`src/hdl/ahb_pkg.sv`:
```
package ahb_pkg;

    // transfer type on htrans
    typedef enum logic [1:0] {
        IDLE   = 2'b00,
        BUSY   = 2'b01,
        NONSEQ = 2'b10,
        SEQ    = 2'b11
    } htrans_e;

    // only word transfers are accepted
    localparam logic [2:0] hsize_word = 3'd2;

    // single, or incrementing of length one
    localparam logic [2:0] hburst_single = 3'b000;
    localparam logic [2:0] hburst_incr   = 3'b001;

    localparam logic hresp_okay  = 1'b0;
    localparam logic hresp_error = 1'b1;

    // address phase as held for the data phase
    typedef struct packed {
        logic       valid;
        logic       write;
        logic       size_ok;
        logic [3:0] offset;
        logic       mapped;
    } ahb_addr_phase_t;

endpackage

```
`src/hdl/gpio_pkg.sv`:
```
package gpio_pkg;

    // register map, low address bits
    localparam logic [3:0] gpio_data_off = 4'h0;
    localparam logic [3:0] gpio_ctrl_off = 4'h4;

    // two mode bits per pin, RSVD acts as HIZ
    typedef enum logic [1:0] {
        HIZ  = 2'd0,
        OUT  = 2'd1,
        IN   = 2'd2,
        RSVD = 2'd3
    } gpio_mode_e;

    // write request from the bus side, enables are one-hot or zero
    typedef struct packed {
        logic [31:0] wr_data;
        logic        wr_ctrl;
        logic        wr_data_en;
    } gpio_reg_req_t;

endpackage

```
`src/hdl/gpio_ahb_if.sv`:
```
`timescale 1ns/1ps

module gpio_ahb_if
    import ahb_pkg::*;
    import gpio_pkg::*;
#(
    parameter int AWIDTH = 32
) (
    input  logic                hclk,
    input  logic                hresetn,

    input  logic                hsel_i,
    input  logic [AWIDTH-1:0]   haddr_i,
    input  logic [1:0]          htrans_i,
    input  logic                hwrite_i,
    input  logic [2:0]          hsize_i,
    input  logic [2:0]          hburst_i,
    input  logic                hready_i,
    input  logic [31:0]         hwdata_i,

    input  logic [31:0]         ctrl_q_i,
    input  logic [31:0]         data_q_i,

    output logic                hreadyout_o,
    output logic                hresp_o,
    output logic [31:0]         hrdata_o,
    output gpio_reg_req_t       req_o
);

    typedef enum logic {
        ERR_NONE,
        ERR_LAST
    } err_state_e;

    htrans_e         trans;
    logic            burst_ok;
    logic            offset_known;
    logic            accept;
    logic            bad_xfer;
    logic            err_first;
    logic            ok_write;
    logic            ok_read;
    ahb_addr_phase_t addr_d;
    ahb_addr_phase_t addr_q;
    err_state_e      err_state_q;
    err_state_e      err_state_d;

    assign trans    = htrans_e'(htrans_i);
    assign burst_ok = (hburst_i == hburst_single) || (hburst_i == hburst_incr);

    assign offset_known = (haddr_i[3:0] == gpio_data_off) ||
                          (haddr_i[3:0] == gpio_ctrl_off);

    always_comb begin
        addr_d.valid   = hsel_i && ((trans == NONSEQ) || (trans == SEQ));
        addr_d.write   = hwrite_i;
        addr_d.size_ok = (hsize_i == hsize_word);
        addr_d.offset  = haddr_i[3:0];
        addr_d.mapped  = offset_known && addr_d.size_ok && burst_ok;
    end

    // no new address phase while the first error cycle is on the bus
    assign accept = hready_i && !err_first;

    always_ff @(posedge hclk or negedge hresetn) begin
        if (!hresetn) begin
            addr_q <= '0;
        end else if (accept) begin
            addr_q <= addr_d;
        end
    end

    assign bad_xfer  = addr_q.valid && !addr_q.mapped;
    assign err_first = bad_xfer && (err_state_q == ERR_NONE);

    always_comb begin
        err_state_d = err_state_q;
        if (err_first) begin
            err_state_d = ERR_LAST;
        end else if (accept) begin
            err_state_d = ERR_NONE;
        end
    end

    always_ff @(posedge hclk or negedge hresetn) begin
        if (!hresetn) begin
            err_state_q <= ERR_NONE;
        end else begin
            err_state_q <= err_state_d;
        end
    end

    assign hreadyout_o = !err_first;
    assign hresp_o     = bad_xfer ? hresp_error : hresp_okay;

    assign ok_write = addr_q.valid && addr_q.mapped && addr_q.write && hready_i;
    assign ok_read  = addr_q.valid && addr_q.mapped && !addr_q.write;

    // write lands on the edge that closes the data phase
    always_comb begin
        req_o.wr_data    = hwdata_i;
        req_o.wr_ctrl    = ok_write && (addr_q.offset == gpio_ctrl_off);
        req_o.wr_data_en = ok_write && (addr_q.offset == gpio_data_off);
    end

    always_comb begin
        hrdata_o = '0;
        if (ok_read) begin
            if (addr_q.offset == gpio_ctrl_off) begin
                hrdata_o = ctrl_q_i;
            end else begin
                hrdata_o = data_q_i;
            end
        end
    end

endmodule

```
`config.mk`:
```
export PLATFORM = sky130hd
export DESIGN_NAME = gpio_ahb_if
export DESIGN_NICKNAME = d
export VERILOG_FILES = /design/src/hdl/ahb_pkg.sv /design/src/hdl/gpio_pkg.sv /design/src/hdl/gpio_ahb_if.sv
export SDC_FILE = /design/constraint.sdc
export NUM_CORES = 1
export LEC_CHECK = 0
export BUFFER_PORTS_ARGS = -buffer_cell sky130_fd_sc_hd__buf_2
export CAP_MARGIN = 20
export CELL_PAD_IN_SITES_DETAIL_PLACEMENT = 1
export CELL_PAD_IN_SITES_GLOBAL_PLACEMENT = 1
export CORE_MARGIN = 8
export CORE_UTILIZATION = 15
export CTS_CLUSTER_SIZE = 25
export DETAILED_ROUTE_END_ITERATION = 8
export PLACE_DENSITY = 0.95
export SYNTH_ARGS = -nofsm -noshare
export SYNTH_HDL_FRONTEND = slang
export SYNTH_SLANG_ARGS = --single-unit
```
`constraint.sdc`:
```
create_clock -name hclk -period 2.6 [get_ports hclk]
set_clock_uncertainty 0.1 [all_clocks]
set_input_delay 0.52 -clock hclk [delete_from_list [all_inputs] [get_ports hclk]]
set_output_delay 0.52 -clock hclk [all_outputs]
set_load 0.02 [all_outputs]
```
Word level (Yosys, flattened, before mapping). Cells that the tools add are included.

Bits in registers: 8. Input port bits: 141. Output and inout bits: 68. Logic and storage cells: 39.

Equality and inequality tests: 6. Mux-type cells: 5. Bitwise logic cells: 1. Reductions and logical operators: 22.

Operator list (count): $mux 32 (2); $logic_and 1x1->1 (12); $eq 4x3->1 const B (2); $logic_not 4->1 (2); $eq 2x2->1 const B (2); $eq 3x1->1 const B (1); $eq 3x2->1 const B (1); $logic_not 1->1 (3); $logic_not 3->1 (1); $logic_or 1x1->1 (3); $mux 1 (3); $reduce_bool 2->1 (1); $not 1->1 (1).

Logic depth before layout (Yosys ltp).
Depth after elaboration: 7. Mapped depth: 5. Gate-level depth less buffers: 4.

Worst setup path before layout. Ideal clock, no wire load.

Path type: register to output. From: register addr_q[2] (netlist bit). To: output port req_o[1] (netlist bit). Data arrival time: 1.475 ns. Data required time: 1.980 ns. Slack: 0.505 ns. Stages on the path, launching flop included: 5. Buffers on the path: 2. Path through: dfrtp_1 or4b_1 buf_2 buf_6 nor2_1.

RTL lines: from (decl) (line gpio_ahb_if.sv:44) `ahb_addr_phase_t addr_q;`; from (signal assigned) (line gpio_ahb_if.sv:69) `addr_q <= addr_d;`; to (decl) (line gpio_ahb_if.sv:27) `output gpio_reg_req_t req_o`.

Worst setup path in the final report.
From: register addr_q[2] (netlist bit). To: output port hrdata_o[16].

Longest elaborated chain between the ends: 3.

Ends and longest elaborated chain: $eq 4x3->1 (line gpio_ahb_if.sv:109) `if (addr_q.offset == gpio_ctrl_off) begin`; $mux 32 (line gpio_ahb_if.sv:109); $mux 32 (line gpio_ahb_if.sv:108) `if (ok_read) begin`; to (decl) (line gpio_ahb_if.sv:26) `output logic [31:0] hrdata_o,`.

No other way between the ends.

==> implementation parameters <==
Parameter                              Value

Setup path
  Worst path max stage delay ... 0.55 ns
  Data arrival, critical path ... 1.77 ns
  Startpoint kind of the worst setup timing path ... register
  Worst path slowest cell ... sky130_fd_sc_hd__or4b_1
  Top fanout value on the critical path ... 18
  Critical path start-end classification ... reg2out
  Element type at the critical path end ... primary output
  Crit-path cells ... or4b_1 > buf_4 > nand2_1 > a21oi_1 > buf_2
  Required time of the worst setup path ... 1.98 ns

Cells and area
  Non-filler cells in the finished layout ... 350
  Share of final-layout standard cells stronger than drive strength 1 ... 51.39%
  Flip-flop and latch area ... 200.2 sq um
  Net count, final ... 394
  Layout-stage area growth over the synthesis result ... 43.69%
  Area of the multi-input gates ... 586.8 sq um
  Diodes inserted ... 0
  Leading cell type in the layout, fill and taps excluded ... sky130_fd_sc_hd__buf_2
  Highest-count cells in the layout ignoring fill and taps ... 114 x sky130_fd_sc_hd__buf_2, 66 x sky130_fd_sc_hd__nand2_1, 32 x sky130_fd_sc_hd__a21oi_1
  Fill cells ... 957

Timing
  Pin slew with the least headroom to its limit ... 0.3661 ns
  Worst slew margin relative to its limit ... 75.59%
  Final period utilization ... 91.93%
  Crit path time final ... 2.390 ns
  Setup tns final ... 0 ns
  Peak Freq ... 418.4 MHz
  Max-slew violation count ... 0
  Setup repair after global routing missed its margin ... no
  Final hold vios ... 0
  Final setup violation count ... 0
  Worst hold slack across all endpoints ... 0.01486 ns

Route
  Wirelength per Cell ... 14.15 um
  DRT antenna net count ... 0
  Wire length reported by the detailed router ... 4.952 mm
  Via count ... 1417
  Ratio of routed vias to standard cells ... 4.049
  Detailed-route DRC error count ... 0
  Starting DRT DRC Count ... 25
  First drt pass iteration count ... 2

Die
  Initial standard-cell utilization of the core ... 15.29%
  Site row count ... 31
  Count of boundary I/O pins ... 209
  Area of the die ... 0.01026 sq mm
  Die extent in y ... 101.3 um
  Floorplan Core Area ... 0.007137 sq mm
  Width of the die ... 101.3 um

Global route
  Initial antenna violation count ... 0
  Largest net degree at the start of global routing ... 29
  Via count of the first global-routing pass ... 1554
  Global-route usage over all layers ... 9.165%
  Total gr overflow ... 0
  Global-route wire length before repair ... 7.527 mm

Run
  Number of violations of the max-capacitance limit ... 0

Synthesis
  Distinct cells, synth ... 22
  Flip-flop and latch count after synthesis ... 8
  Mean cell area of the mapped netlist ... 6.380 sq um
  Area share of the leading cell type in the synthesized netlist ... 22.71%
  Cells after synthesis ... 171
  Largest area contributor in the synthesized netlist ... sky130_fd_sc_hd__nand2_1
  Number of warnings printed during yosys synthesis ... 0
  Fraction of the yosys area taken by sequential cells ... 18.35%
  Synthesized area ... 0.001091 sq mm
  Synth top area cells ... sky130_fd_sc_hd__nand2_1 23%, sky130_fd_sc_hd__buf_4 22%, sky130_fd_sc_hd__dfrtp_1 18%
  Net count after synthesis ... 312

Clocking
  CTS tree ... done
  CTS hold repair buffers ... 0
  Clock tree buffer depth ... 2
  Clock-pin slew on the worst setup and hold paths ... 0.05 ns
  Master cell of the clock root buffer ... sky130_fd_sc_hd__clkbuf_8
  Post-CTS setup buffer count ... 0
  PostCTS Resize Cnt ... 0
  Clock sink total ... 8
  Clk_lat worst skew ... 0.24 ns
  Number of clock buffers inserted by TritonCTS ... 3
  Max H-tree Level ... 1

Outcome
  Status ... complete, no violations

Placement
  Half-perimeter wire length of the detailed placement result ... 4.202 mm
  Cell Count Post-Placement ... 347
  Count of input and output buffers ... 114
  RePlAce Congestion ... 0.6982

Power
  Max rail drop VDD ... 0.0001738 V
  Leakage Power ... 0.8851 nW
  Power density normalized to cell area ... 368.2 mW/mm^2

Worst hold path
  Class of the tightest hold or removal check ... in2async
-- cells in the mapped netlist --
| cell | count |
|---|---|
| sky130_fd_sc_hd__o21a_1 | 1 |
| sky130_fd_sc_hd__o21ai_2 | 1 |
| sky130_fd_sc_hd__buf_4 | 32 |
| sky130_fd_sc_hd__or4b_1 | 1 |
| sky130_fd_sc_hd__nor2_1 | 3 |
| sky130_fd_sc_hd__buf_2 | 4 |
| sky130_fd_sc_hd__nand2_1 | 66 |
| sky130_fd_sc_hd__nor4b_1 | 1 |
| sky130_fd_sc_hd__a31oi_1 | 1 |
| sky130_fd_sc_hd__mux2_2 | 5 |
| sky130_fd_sc_hd__dfrtp_1 | 8 |
| sky130_fd_sc_hd__nand3b_1 | 1 |
| sky130_fd_sc_hd__a21oi_1 | 32 |
| sky130_fd_sc_hd__o22ai_1 | 1 |
| sky130_fd_sc_hd__nor4b_2 | 1 |
| sky130_fd_sc_hd__or4_1 | 1 |
| sky130_fd_sc_hd__nor4_1 | 1 |
| sky130_fd_sc_hd__clkbuf_1 | 3 |
| sky130_fd_sc_hd__inv_1 | 2 |
| sky130_fd_sc_hd__nand4_1 | 1 |
| sky130_fd_sc_hd__buf_6 | 3 |
| sky130_fd_sc_hd__nand2b_1 | 2 |
-- routing by layer --
| metal | track usage (%) | up-vias | wire (um) |
|---|---|---|---|
| li1 | - | 687 | - |
| met1 | 7.739 | 650 | 1672 |
| met2 | 17.86 | 62 | 2663 |
| met3 | 3.849 | 18 | 521 |
| met4 | 4.467 | 0 | 95 |
| met5 | 0 | - | 0 |
-- sequential cells by signal, summed over array words and instances, names as in the netlist --
name / cells
addr_q: 7
err_state_q: 1
-- logic make-up after synthesis --
family          after synthesis  synth area share, %
flops                         8                18.35
simple gates                 78                30.51
buf+inv                      44                28.67
mux                           5                5.160
compound gates               36                17.32
-- worst paths after layout --
| check | start | end | slack, ns | depth (start not counted) |
|---|---|---|---|---|
| min in group hclk | hwrite_i | addr_q[6] | 0.41 | 2 |
| setup / recovery | addr_q[2] | hrdata_o[16] | 0.21 | 5 |
| setup reg to reg | addr_q[0] | addr_q[2] | 1.07 | 3 |
| hold / removal | hresetn | addr_q[6] | 0.01 | 1 |
| max in group asynchronous | hresetn | addr_q[1] | 2.21 | 1 |
| hold reg to reg | addr_q[3] | addr_q[3] | 0.45 | 1 |
-- final cells by class --
| type | count | share of cell area (%) |
|---|---|---|
| Timing Repair Buffer | 119 | 38.79 |
| Multi-Input combinational cell | 119 | 37.43 |
| Sequential cell | 8 | 12.77 |
| Tap cell | 99 | 7.901 |
| Clock buffer | 3 | 2.634 |
| Inverter | 2 | 0.4789 |
-- worst max-delay path: cells and delay by family (launching register included) --
| kind | cells | cell delay [ns] |
|---|---|---|
| simple gates | 2 | 0.64 |
| compound gates | 1 | 0.07 |
| buf+inv | 2 | 0.39 |
| flops | 1 | 0.42 |
-- where the power goes --
part	internal (mW)	switching, mW
Combinational	0.112	0.120
Clock	0.101	0.0601
Sequential	0.152	0.0308
Total	0.366	0.211
-- through the flow --
step           area, sq um  power [mW]  util (%)  worst slack [ns]
6_report              1568      0.5773     21.97            0.2099
5_1_grt               1568      0.6142     21.97           0.09535
4_1_cts               1568      0.5847     21.97            0.1884
3_5_place_dp          1526      0.4221     21.39            0.4479
3_3_place_gp          1526      0.4060     21.39            0.4801
2_1_floorplan         1091      0.3859         -            0.5047
No activity file was read; power rests on OpenSTA's default activity.
